==> src/common/bp_pkg.sv <==
package bp_pkg;

    localparam int PC_W       = 32;
    localparam int BP_ENTRIES = 8;
    localparam int IDX_W      = $clog2(BP_ENTRIES);
    localparam int TAG_W      = 21;
    // Word aligned, so the tag starts above the byte offset
    localparam int TAG_LSB    = 2;

    typedef logic [PC_W-1:0]  pc_t;
    typedef logic [TAG_W-1:0] bp_tag_t;
    typedef logic [IDX_W-1:0] bp_index_t;

    // 2-bit saturating direction counter
    typedef enum logic [1:0] {
        strong_not_taken = 2'd0,
        weak_not_taken   = 2'd1,
        weak_taken       = 2'd2,
        strong_taken     = 2'd3
    } counter_t;

    localparam counter_t INSERT_STATE = weak_taken;
    localparam counter_t RESET_STATE  = weak_not_taken;

    function automatic bp_tag_t pc_tag(input pc_t addr);
        return addr[TAG_LSB +: TAG_W];
    endfunction

    // Upper half of the counter range predicts taken
    function automatic logic counter_taken(input counter_t state);
        return (state == weak_taken) || (state == strong_taken);
    endfunction

endpackage

==> src/common/bp_lookup_if.sv <==
`timescale 1ns/100ps

interface bp_lookup_if;

    bp_pkg::pc_t       pc;
    logic              hit;
    bp_pkg::bp_index_t index;
    bp_pkg::pc_t       target;

    modport buffer (
        input  pc,
        output hit,
        output index,
        output target
    );

    modport select (
        input pc,
        input hit,
        input index,
        input target
    );

endinterface

==> src/common/bp_update_if.sv <==
`timescale 1ns/100ps

interface bp_update_if;

    // Resolved branch
    logic              valid;
    bp_pkg::pc_t       pc;
    logic              taken;
    bp_pkg::pc_t       target;

    // Slot decision from the target buffer
    logic              slot_hit;
    bp_pkg::bp_index_t slot_index;
    logic              insert;

    modport buffer (
        input  valid,
        input  pc,
        input  taken,
        input  target,
        output slot_hit,
        output slot_index,
        output insert
    );

    modport counters (
        input valid,
        input taken,
        input slot_hit,
        input slot_index,
        input insert
    );

endinterface

==> src/hdl/branch_predictor.sv <==
`timescale 1ns/100ps

module branch_predictor (
    input  logic        clk,
    input  logic        rst,

    // Fetch lookup
    input  logic        fetch_valid,
    input  bp_pkg::pc_t fetch_pc,

    // Resolved branch
    input  logic        update_valid,
    input  bp_pkg::pc_t update_pc,
    input  logic        update_taken,
    input  bp_pkg::pc_t update_target,

    // Registered prediction
    output logic        pred_valid,
    output logic        pred_hit,
    output logic        pred_taken,
    output bp_pkg::pc_t pred_pc
);

    import bp_pkg::*;

    counter_t counters [BP_ENTRIES];

    bp_lookup_if lookup_bus ();
    bp_update_if update_bus ();

    assign lookup_bus.pc     = fetch_pc;
    assign update_bus.valid  = update_valid;
    assign update_bus.pc     = update_pc;
    assign update_bus.taken  = update_taken;
    assign update_bus.target = update_target;

    target_buffer u_target_buffer (
        .clk    (clk),
        .rst    (rst),
        .lookup (lookup_bus.buffer),
        .update (update_bus.buffer)
    );

    direction_table u_direction_table (
        .clk      (clk),
        .rst      (rst),
        .update   (update_bus.counters),
        .counters (counters)
    );

    prediction_select u_prediction_select (
        .clk        (clk),
        .rst        (rst),
        .lookup     (lookup_bus.select),
        .valid      (fetch_valid),
        .counters   (counters),
        .pred_valid (pred_valid),
        .pred_hit   (pred_hit),
        .pred_taken (pred_taken),
        .pred_pc    (pred_pc)
    );

endmodule

==> src/hdl/direction_table.sv <==
`timescale 1ns/100ps

module direction_table (
    input  logic              clk,
    input  logic              rst,
    bp_update_if.counters     update,
    output bp_pkg::counter_t  counters [bp_pkg::BP_ENTRIES]
);

    import bp_pkg::*;

    counter_t hit_state;
    counter_t next_state;

    // Saturating step toward the resolved direction
    function automatic counter_t counter_step(input counter_t state, input logic taken);
        counter_t result;
        result = state;
        case (state)
            strong_not_taken: begin
                if (taken) begin
                    result = weak_not_taken;
                end
            end
            weak_not_taken: begin
                result = taken ? weak_taken : strong_not_taken;
            end
            weak_taken: begin
                result = taken ? strong_taken : weak_not_taken;
            end
            default: begin
                if (!taken) begin
                    result = weak_taken;
                end
            end
        endcase
        return result;
    endfunction

    assign hit_state  = counters[update.slot_index];
    assign next_state = counter_step(hit_state, update.taken);

    always_ff @(posedge clk) begin
        if (rst) begin
            for (int i = 0; i < BP_ENTRIES; i++) begin
                counters[i] <= RESET_STATE;
            end
        end else if (update.insert) begin
            // Shift in step with the target buffer
            for (int i = BP_ENTRIES - 1; i > 0; i--) begin
                counters[i] <= counters[i-1];
            end
            counters[0] <= INSERT_STATE;
        end else if (update.valid && update.slot_hit) begin
            counters[update.slot_index] <= next_state;
        end
    end

endmodule

==> src/hdl/prediction_select.sv <==
`timescale 1ns/100ps

module prediction_select (
    input  logic             clk,
    input  logic             rst,
    bp_lookup_if.select      lookup,
    input  logic             valid,
    input  bp_pkg::counter_t counters [bp_pkg::BP_ENTRIES],
    output logic             pred_valid,
    output logic             pred_hit,
    output logic             pred_taken,
    output bp_pkg::pc_t      pred_pc
);

    import bp_pkg::*;

    counter_t hit_state;
    logic     taken_next;
    pc_t      pc_next;

    assign hit_state  = counters[lookup.index];
    assign taken_next = lookup.hit && counter_taken(hit_state);
    // Fall through to the next word when not taken
    assign pc_next    = taken_next ? lookup.target : lookup.pc + PC_W'(4);

    always_ff @(posedge clk) begin
        if (rst) begin
            pred_valid <= 1'b0;
            pred_hit   <= 1'b0;
            pred_taken <= 1'b0;
        end else begin
            pred_valid <= valid;
            if (valid) begin
                pred_hit   <= lookup.hit;
                pred_taken <= taken_next;
            end
        end
    end

    always_ff @(posedge clk) begin
        if (valid) begin
            pred_pc <= pc_next;
        end
    end

endmodule

==> src/hdl/target_buffer.sv <==
`timescale 1ns/100ps

module target_buffer (
    input logic     clk,
    input logic     rst,
    bp_lookup_if.buffer lookup,
    bp_update_if.buffer update
);

    import bp_pkg::*;

    logic [BP_ENTRIES-1:0] valid_q;
    bp_tag_t               tag_q    [BP_ENTRIES];
    pc_t                   target_q [BP_ENTRIES];

    logic      lookup_hit;
    bp_index_t lookup_index;
    logic      update_hit;
    bp_index_t update_index;

    // Tags are unique among valid slots, lowest match wins anyway
    function automatic logic match_slot(input bp_tag_t tag, output bp_index_t idx);
        logic found;
        found = 1'b0;
        idx   = '0;
        for (int i = 0; i < BP_ENTRIES; i++) begin
            if (!found && valid_q[i] && (tag_q[i] == tag)) begin
                found = 1'b1;
                idx   = bp_index_t'(i);
            end
        end
        return found;
    endfunction

    always_comb begin
        lookup_hit = match_slot(pc_tag(lookup.pc), lookup_index);
        update_hit = match_slot(pc_tag(update.pc), update_index);
    end

    assign lookup.hit    = lookup_hit;
    assign lookup.index  = lookup_index;
    assign lookup.target = target_q[lookup_index];

    assign update.slot_hit   = update_hit;
    assign update.slot_index = update_index;
    // Only taken branches that miss get a slot
    assign update.insert     = update.valid && update.taken && !update_hit;

    always_ff @(posedge clk) begin
        if (rst) begin
            valid_q <= '0;
        end else if (update.insert) begin
            valid_q <= {valid_q[BP_ENTRIES-2:0], 1'b1};
        end
    end

    // Oldest entry falls off the top on insert
    always_ff @(posedge clk) begin
        if (update.insert) begin
            for (int i = BP_ENTRIES - 1; i > 0; i--) begin
                tag_q[i]    <= tag_q[i-1];
                target_q[i] <= target_q[i-1];
            end
            tag_q[0]    <= pc_tag(update.pc);
            target_q[0] <= update.target;
        end else if (update.valid && update.taken && update_hit) begin
            target_q[update_index] <= update.target;
        end
    end

endmodule

==> config.mk <==
export PLATFORM = sky130hd
export DESIGN_NAME = branch_predictor
export DESIGN_NICKNAME = d
export VERILOG_FILES = /design/src/common/bp_pkg.sv /design/src/common/bp_lookup_if.sv /design/src/common/bp_update_if.sv /design/src/hdl/branch_predictor.sv /design/src/hdl/direction_table.sv /design/src/hdl/prediction_select.sv /design/src/hdl/target_buffer.sv
export SDC_FILE = /design/constraint.sdc
export NUM_CORES = 1
export LEC_CHECK = 0
export ABC_AREA = 1
export BUFFER_PORTS_ARGS = -buffer_cell sky130_fd_sc_hd__buf_2
export CORE_MARGIN = 1.5
export CORE_UTILIZATION = 25
export DETAILED_ROUTE_END_ITERATION = 10
export PLACE_DENSITY_LB_ADDON = 0.3
export SYNTH_ARGS = -nofsm -noshare
export SYNTH_HDL_FRONTEND = slang
export SYNTH_SLANG_ARGS = --single-unit
==> constraint.sdc <==
create_clock -name clk -period 17.9 [get_ports clk]
set_input_delay 3.58 -clock clk [delete_from_list [all_inputs] [get_ports clk]]
set_output_delay 3.58 -clock clk [all_outputs]
set_load 0.03 [all_outputs]
## Yosys cells after proc, flatten, opt, wreduce, memory -nomap -nowiden

Memories as Yosys holds them, arrays and structs flattened.
Cells that the tools add are included.
W data, S select, Z words.

- Bits of input ports: 101
- Word-level logic and storage cells: 151
- Output and inout bits: 35
- Memory bits (writable): 424
- Memories: 2
- Flip-flop bits (word level): 59

Memories:

| name | words | bits a word | rd ports | clocked after Yosys merged registers in | wr ports | line | RTL |
|---|---|---|---|---|---|---|---|
| u_target_buffer.target_q | 8 | 32 | 8 | 0 | 8 | target_buffer.sv:14 | `pc_t target_q [BP_ENTRIES];` |
| u_target_buffer.tag_q | 8 | 21 | 8 | 0 | 8 | target_buffer.sv:13 | `bp_tag_t tag_q [BP_ENTRIES];` |

- Equal/unequal tests: 20
- $lt $le $gt $ge: 3
- Reductions and logical operators: 55
- Bitwise logic cells: 2
- Add/subtract/negate cells: 1
- Mux-type cells: 55

Operators by type and width:

| kind | number |
|---|---|
| $eq A21 B21 Y1 | 16 |
| $mux W32 | 2 |
| $logic_and A1 B1 Y1 | 36 |
| $mux W3 | 11 |
| $add A32 B3 Y32 const B | 1 |
| $mux W16 | 2 |
| $reduce_or A32 Y1 | 1 |
| $mux W1 | 24 |
| $mux W2 | 11 |
| $bwmux W16 | 1 |
| $logic_not A1 Y1 | 15 |
| $bmux W2 S3 | 2 |
| $ge A4 B4 Y1 const B | 2 |
| $not A3 Y4 | 2 |
| $demux W2 S3 | 1 |
| $eq A2 B2 Y1 const B | 3 |
| $pmux W2 S3 | 1 |
| $lt A4 B1 Y1 const B | 1 |
| $eq A2 B1 Y1 const B | 1 |
| $logic_not A2 Y1 | 1 |
| $reduce_bool A2 Y1 | 1 |
| $logic_or A1 B1 Y1 | 1 |

## Logic depth before layout (Yosys ltp)

Gate-level depths: netlist of run 1.
An unclocked memory read counts as a cell.

- Depth in word-level cells: 41
- Gate-level depth with buffers: 27
- Mapped depth without buffers: 26

## Hierarchy

From an unflattened synthesis of run 1, not the netlist that was laid out.

- Cells, all modules: 4101
- Area, all modules: 30511.8 µm²

Modules (own cells, without submodules):

| module | times used | area an instance (µm²) | cells each | sequential area each (µm²) |
|---|---|---|---|---|
| target_buffer | 1 | 26768.2 | 3551 | 12892.4 |
| prediction_select | 1 | 2600.0 | 367 | 1021.0 |
| direction_table | 1 | 1143.6 | 183 | 320.3 |

## Least setup slack after synthesis of run 1

OpenSTA, ideal clock, no wires.

- Path kind: input port to flip-flop
- From: input update_pc[18]
- To: memory u_target_buffer.target_q[6][0] (netlist bit) (enable)
- Stages: 18
- Arrival: 8.004 ns
- Setup time: 0.387 ns
- Data required time: 17.513 ns
- Slack: 9.510 ns
- Path buffers: 3
- Path through: buf_2 inv_1 nand2_1 nand2_1 nor2_1 nand2_1 nor2_1 nand3_1 nand2_1 nor2_4 nand4_4 nor2_2 nand2_2 inv_2 buf_4 buf_2 nor2_1 inv_1

RTL lines:

| item | line | RTL |
|---|---|---|
| start: declaration | branch_predictor.sv:13 | `input bp_pkg::pc_t update_pc,` |
| end: declaration | target_buffer.sv:14 |  |

## Final worst setup path of run 1

- From: input fetch_pc[16]
- To: register u_prediction_select.pred_pc[8], data pin

- Word-level cells in the longest chain between the ends: 39
- Elaborated cells on any way between the ends: 55
- Those cells by class: eq/ne (10); mux (19); bitwise (1); reduce/logical (24); memory (1)

RTL lines:

| item | line | RTL |
|---|---|---|
| start: declaration | branch_predictor.sv:9 | `input bp_pkg::pc_t fetch_pc,` |
| $eq A21 B21 Y1 | target_buffer.sv:27 | `if (!found && valid_q[i] && (tag_q[i] == tag)) begin` |
| $logic_and A1 B1 Y1 | target_buffer.sv:27 |  |
| $mux W1 | target_buffer.sv:27 |  |
| $logic_not A1 Y1 | target_buffer.sv:27 |  |
| $logic_and A1 B1 Y1 (2 in a row) | target_buffer.sv:27 |  |
| $mux W1 | target_buffer.sv:27 |  |
| $logic_not A1 Y1 | target_buffer.sv:27 |  |
| $logic_and A1 B1 Y1 (2 in a row) | target_buffer.sv:27 |  |
| [... 21 more ...] | -- |  |
| $not A3 Y4 (not written as such) | prediction_select.sv:21 | `assign hit_state = counters[lookup.index];` |
| $bmux W2 S3 | prediction_select.sv:21 |  |
| $mux W2 (not written as such) (2 in a row) | prediction_select.sv:21 |  |
| $eq A2 B2 Y1 | bp_pkg.sv:31 | `return (state == weak_taken) \|\| (state == strong_taken);` |
| $logic_or A1 B1 Y1 | bp_pkg.sv:31 |  |
| $logic_and A1 B1 Y1 | prediction_select.sv:22 | `assign taken_next = lookup.hit && counter_taken(hit_state);` |
| $mux W32 (*) | prediction_select.sv:24 | `assign pc_next = taken_next ? lookup.target : lookup.pc + PC_W'(4);` |
| via u_prediction_select.pc_next[8] | prediction_select.sv:19 | `pc_t pc_next;` |
| end signal: assignment | prediction_select.sv:42 | `pred_pc <= pc_next;` |
| end: declaration | prediction_select.sv:12 | `output bp_pkg::pc_t pred_pc` |

The timed path passes the listed nets; every way through them passes the cells marked *. The select of a mux whose other input is x is not followed.
A chain may end at the register's enable or synchronous reset.

==> results of run 1 <==
-- worst reg2reg max path, cell delays in order, from the launching register on --
cell      delay [ps]
edfxtp_1         450
inv_1            110
nor2_1            90
nor4_1           670
nand4_1          160
nor2_1           130
nand3_1          240
nand3_1          200
a21oi_2           80
nor2_4           850
inv_2            640
buf_4            520
nand3_2          160
nand3_2           70
nand3_2          310
buf_4            500
nand2_1          140
inv_1            200
nor2_1            70
-- power breakdown --
group	switching, mW	internal (mW)	total [mW]
Sequential	0.0352	1.27	1.31
Clock	0.510	0.696	1.21
Combinational	0.207	0.0684	0.276
Total	0.753	2.04	2.79
-- logic make-up (layout without fill, tap and decap cells) --
family | after synthesis | after routing
compound gates | 534 | 534
xor+xnor | 69 | 69
fa+ha+maj | 1 | 1
buf+inv | 566 | 670
flops | 483 | 483
simple gates | 1898 | 1898
-- final cells by class --
class,instances,area share [%]
clock buffer,71,4.71
sequential,483,44.7
tap,1488,5.85
inverter,416,4.97
timing repair buffer,147,2.49
clock inverter,36,1.27
multi-input combinational,2502,36.0
-- layer usage --
layer,track usage (%),vias up,routed length (µm)
met1,27.0,11900,49000
met4,8.53,6,5510
met3,3.63,301,10400
li1,-,11800,-
met5,0,-,41
met2,30.2,1242,49500
-- synth_stat cells, types with 42 or more instances --
cell / number / area, µm²
nor2_1: 296 / 1110
edfxtp_1: 456 / 13700
inv_1: 366 / 1370
o21ai_1: 91 / 455
nand2_1: 1265 / 4750
a21oi_1: 73 / 365
xor2_1: 50 / 438
nand3_1: 122 / 611
buf_2: 76 / 380
o22ai_1: 42 / 263
inv_2: 45 / 169
o21ai_0: 295 / 1480
nand4_1: 65 / 407
-- flip-flops by register name (all words and copies together) (netlist names) --
register and flops:
u_prediction_select.pred_valid 1, u_prediction_select.pred_pc 32, u_direction_table.counters 16, u_target_buffer.target_q 256, u_prediction_select.pred_taken 1, u_prediction_select.pred_hit 1, u_target_buffer.tag_q 168, u_target_buffer.valid_q 8
-- stage by stage --
stage / cell area, µm² / utilization [%]
after floorplan: 28000 / -
after global placement: 29900 / 27.0
after detailed placement: 29900 / 27.0
after CTS: 31800 / 28.7
after global routing: 31800 / 28.7
final: 31800 / 28.7
-- how the worst min path moves through the flow --
stage                                       startpoint                      endpoint  slack, ps  depth (start not counted)
after global placement    u_target_buffer.tag_q[1][53]  u_target_buffer.tag_q[1][74]        450                          0
after detailed placement  u_target_buffer.tag_q[1][53]  u_target_buffer.tag_q[1][74]        450                          0
after CTS                 u_target_buffer.tag_q[1][53]  u_target_buffer.tag_q[1][74]        450                          0
after floorplan           u_target_buffer.tag_q[1][53]  u_target_buffer.tag_q[1][74]        430                          0
final                     u_target_buffer.tag_q[1][53]  u_target_buffer.tag_q[1][74]        450                          0
after global routing      u_target_buffer.tag_q[1][53]  u_target_buffer.tag_q[1][74]        470                          0
==> flow_summary.json, run 1 <==
{
  "rr_endpoint": "u_prediction_select.pred_pc[8]",
  "insertion_delay_ps": 690,
  "finalPower_mw": 2.79,
  "setup_slack_ps": 8970,
  "synth-adder-area-share_pct": 0.0446,
  "wirelength_um": 114000,
  "cts_tree": "done",
  "syn_inst": 3551,
  "grt_pass1_wl_um": 163000,
  "worstSetupStartpoint": "fetch_pc[16]",
  "hp-class": "reg2reg",
  "diodes": 0,
  "cp.depth": 20,
  "cts_buffer_depth": 3,
  "critical_path_class": "in2reg",
  "avgSynthCellArea_um2": 7.89,
  "slowest_stage": "nor2_4",
  "rrSetupSlack_ps": 12110,
  "synth_nets": 3653,
  "finalNonFillerCells": 5143,
  "row_count": 122,
  "antenna_found_initial": 7,
  "grt_pass1_vias": 23000,
  "crit_end": "u_prediction_select.pred_pc[8]",
  "layout_common_cells": "nand2_1, edfxtp_1, inv_1, o21ai_0, nor2_1",
  "ys.warnings.count": 0,
  "die_w_um": 338,
  "cap_violations": 0,
  "cts_setup_buffers": 0,
  "synth_cell_types": 56,
  "dieArea_um2": 114000,
  "synth_top_family_by_area": "simple AND/OR/NAND/NOR gates",
  "final_hold_viol_count": 0,
  "syn_to_final_growth_pct": 13.5,
  "place_inst": 5036,
  "core_area_um2": 111000,
  "clkTransAtPathRegs_ps": 60,
  "drtIter0Drc": 2850,
  "crit_top_cell": "nand2_1",
  "fin_skew_ps": 55.5,
  "h-tree-depth": 2,
  "whs_ps": 454,
  "setup_viol": 0,
  "critPathMaxStageDelay_ps": 850,
  "synth_ff_type": "edfxtp_1",
  "gr-total-overflow": 0,
  "pre_cts_ws_ps": 8360,
  "synth-edff-count": 456,
  "cts_buffers": 58,
  "vdd.ir_drop.worst_mv": 0.0715,
  "num_vias": 25200,
  "first_pass_iters": 6,
  "synth_area_um2": 28000,
  "slew-limit-headroom_pct": 25.4,
  "grt.total_usage_pct": 19.7,
  "wire_per_inst_um": 22.2,
  "grt_max_degree": 78,
  "crit_required_ps": 18330,
  "slew_viol_final": 0,
  "dp_hpwl_um": 77200,
  "cts_hold_buffers": 0,
  "cts_sinks": 483,
  "nets": 3710,
  "ioPinCount": 136,
  "seq_area_frac_synth_pct": 50.8,
  "drive_above_1_share_pct": 9.30,
  "antenna_left": 0,
  "multi_input_area_um2": 11400,
  "p_leak_nw": 13.7,
  "crit_buf_inv": 6,
  "timing.rr.start": "u_target_buffer.tag_q[1][26]",
  "die_h_um": 338,
  "drcViolationCount": 0,
  "start_util_pct": 25.3,
  "synthSimpleGateAreaFrac_pct": 28.3,
  "fin_setup_tns_ps": 0,
  "synth_xor_area_share_pct": 2.16,
  "pwr_density_cell_nw_per_um2": 87.7,
  "worstPathCellList": "buf_2 -> inv_1 -> nand2_1 -> nand2_1 -> nor4_1 -> nand3_1 -> nand2_1 -> nor2_2 -> nand3_1 -> a21oi_2 -> nor2_4 -> inv_2 -> buf_4 -> nand3_2 -> nand3_2 -> nand3_2 -> buf_4 -> nand2_1 -> inv_1 -> nor2_1",
  "synth-compound-area-share_pct": 10.2,
  "synth_async_sr_flop_share_pct": 0,
  "clock.fmax_mhz": 112,
  "fillers": 12100,
  "reg2reg_depth": 18,
  "post-route-period-util_pct": 49.9,
  "worstPathArrival_ps": 9350,
  "rsz0062_at_grt": "false",
  "final_common_cell": "nand2_1",
  "fin_crit_ps": 8930,
  "cts.repair.resized": 0,
  "avgViaCountPerCell": 4.90,
  "root_buffer": "clkbuf_16",
  "status": "completed",
  "tightestPinTransition_ps": 1120,
  "synth.area.mux_share_pct": 0,
  "startpoint_type": "input pin",
  "critPathTopFamily": "buffers and inverters",
  "critPathMaxFanout": 51,
  "portBuffers": 124,
  "crit_path_end_kind": "register",
  "place.gp.congestion": 1.01,
  "regArea_um2": 14200,
  "synth_seq_cells": 483
}
No activity file was read; power rests on OpenSTA's default activity.
==> run 2, diff against run 1 <==
- clock period: 17.9 -> 8.35 ns (I/O delays scaled with it)
==> run 2 against run 1 <==
Compared with the run above: utilization grew 0.11 points; largest cell class unchanged; register-to-register slack worse by 8600 ps; die area is the same; total power rose by 120%; largest power group unchanged.
==> flow_summary.json, run 2 (synthesized netlist as in run 1, its figures left out) <==
{
  "cts_buffers": 58,
  "dp_hpwl_um": 79600,
  "clkTransAtPathRegs_ps": 60,
  "status": "completed",
  "placed_area_um2": 30000,
  "setup_viol": 0,
  "crit_required_ps": 8860,
  "drcViolationCount": 0,
  "hp-class": "reg2reg",
  "layout_common_cells": "nand2_1, edfxtp_1, inv_1, o21ai_0, nor2_1",
  "crit_buf_inv": 7,
  "slowest_stage": "nor4_1",
  "grt_max_degree": 184,
  "drive_above_1_share_pct": 9.56,
  "cap_violations": 0,
  "rsz0062_at_grt": "false",
  "portBuffers": 124,
  "worstPathArrival_ps": 6480,
  "wire_per_inst_um": 22.6,
  "worstPathCellList": "buf_2 -> inv_2 -> nand2_1 -> inv_1 -> nor4_1 -> nand4_1 -> nor2_1 -> nand3_1 -> nand4_1 -> inv_2 -> nand2_2 -> nand2_4 -> clkinv_2 -> buf_4 -> buf_4 -> nand2_1 -> nand2_1 -> nand2_1 -> nand3_1 -> nand2_1 -> o21ai_1",
  "place.gp.congestion": 0.991,
  "critical_path_class": "in2reg",
  "root_buffer": "clkbuf_16",
  "reg_top3": "u_target_buffer.target_q: 256 flops, u_target_buffer.tag_q: 168 flops, u_prediction_select.pred_pc: 32 flops",
  "finalNonFillerCells": 5151,
  "grt_pass1_vias": 23000,
  "wl_met1_um": 50100,
  "rrSetupSlack_ps": 3520,
  "slew_viol_final": 0,
  "wl_met3_um": 11000,
  "drtIter0Drc": 3075,
  "wirelength_um": 116000,
  "fin_setup_tns_ps": 0,
  "cts_setup_buffers": 0,
  "die_h_um": 338,
  "cts_tree": "done",
  "core_area_um2": 111000,
  "clock.fmax_mhz": 168,
  "antenna_found_initial": 6,
  "critPathMaxFanout": 67,
  "insertion_delay_ps": 700,
  "cts_buffer_depth": 3,
  "row_count": 122,
  "vdd.ir_drop.worst_mv": 0.168,
  "p_leak_nw": 13.8,
  "cts.repair.resized": 0,
  "syn_to_final_growth_pct": 14.0,
  "pwr_density_cell_nw_per_um2": 190,
  "crit_path_end_kind": "register",
  "avgViaCountPerCell": 4.90,
  "post-route-period-util_pct": 71.5,
  "ioPinCount": 136,
  "final_common_cell": "nand2_1",
  "slew-limit-headroom_pct": 27.1,
  "crit_top_cell": "nand2_1",
  "design_area_um2": 31900,
  "gr-total-overflow": 0,
  "largest_register_ffs": 256,
  "critPathMaxStageDelay_ps": 680,
  "cts_sinks": 483,
  "final_hold_viol_count": 0,
  "cts_hold_buffers": 0,
  "tightestPinTransition_ps": 1080,
  "dieArea_um2": 114000,
  "startpoint_type": "input pin",
  "grt_pass1_wl_um": 166000,
  "largest_register": "u_target_buffer.target_q",
  "top_layer_used": "met5",
  "die_w_um": 338,
  "h-tree-depth": 2,
  "nets": 3715,
  "first_pass_iters": 6,
  "place_inst": 5041,
  "start_util_pct": 25.3,
  "critPathTopFamily": "simple AND/OR/NAND/NOR gates",
  "num_vias": 25300,
  "fin_skew_ps": 92.2,
  "whs_ps": 471,
  "grt.total_usage_pct": 20.1,
  "finalPower_mw": 6.08,
  "antenna_left": 0,
  "wl_met2_um": 50800,
  "fillers": 12100,
  "fin_crit_ps": 5970
}
## run 2: cell count changes in the layout (fill, tap and decap cells not counted), moves of 2 or more
| cell | change |
|---|---|
| clkinv_4 | -2 |
| clkbuf_8 | +3 |
| clkinv_2 | +2 |
| buf_4 | +4 |
| clkinv_1 | -3 |
## run 2: worst register-to-register path: stages (launching register included)
cell	delay [ps]
edfxtp_1	450
inv_1	100
nor2_1	80
nor4_1	750
nand4_1	190
nor2_1	180
nand3_1	260
nand4_1	210
inv_2	70
nand2_2	100
nand2_4	300
clkinv_2	150
buf_4	650
buf_4	520
nand2_1	110
nand2_1	80
nand2_1	50
nand3_1	150
nand2_1	120
o21ai_1	130
## run 2: report_power, final
part           internal (mW)  switching, mW  leakage, nW
clock                   1.55           1.12        0.952
sequential              2.73         0.0782         4.47
combinational          0.147          0.448         8.39
## run 2: stage by stage
stage	worst slack, ps	util, %
after global placement	1900	27.0
after detailed placement	1980	27.0
after CTS	2660	28.8
after global routing	2220	28.8
final	2380	28.8
after floorplan	1870	-
## run 2: routing by layer
metal	track usage, %	vias to the layer above
li1	-	11800
met1	27.7	11900
met2	31.1	1274
met3	3.84	238
met4	7.42	4
met5	0	-
## run 2: final cells by class
class	instances	area (µm²)	share of cell area (%)
clock inverters	35	438	1.37
multi-input cells	2502	11400	35.8
well taps	1488	1860	5.83
repair buffers	152	843	2.64
inverters	416	1580	4.95
clock buffers	74	1540	4.82
flip-flops and latches	483	14200	44.6
diodes	1	2.50	0.00783
## run 2: final timing paths
| kind | depth (start not counted) | to | from |
|---|---|---|---|
| setup / recovery | 21 | u_prediction_select.pred_pc[1] | fetch_pc[5] |
| hold / removal | 2 | u_target_buffer.valid_q[4] | u_target_buffer.valid_q[3] |
| setup reg to reg | 19 | u_prediction_select.pred_pc[1] | u_target_buffer.tag_q[1][26] |
| hold reg to reg | 2 | u_target_buffer.valid_q[4] | u_target_buffer.valid_q[3] |
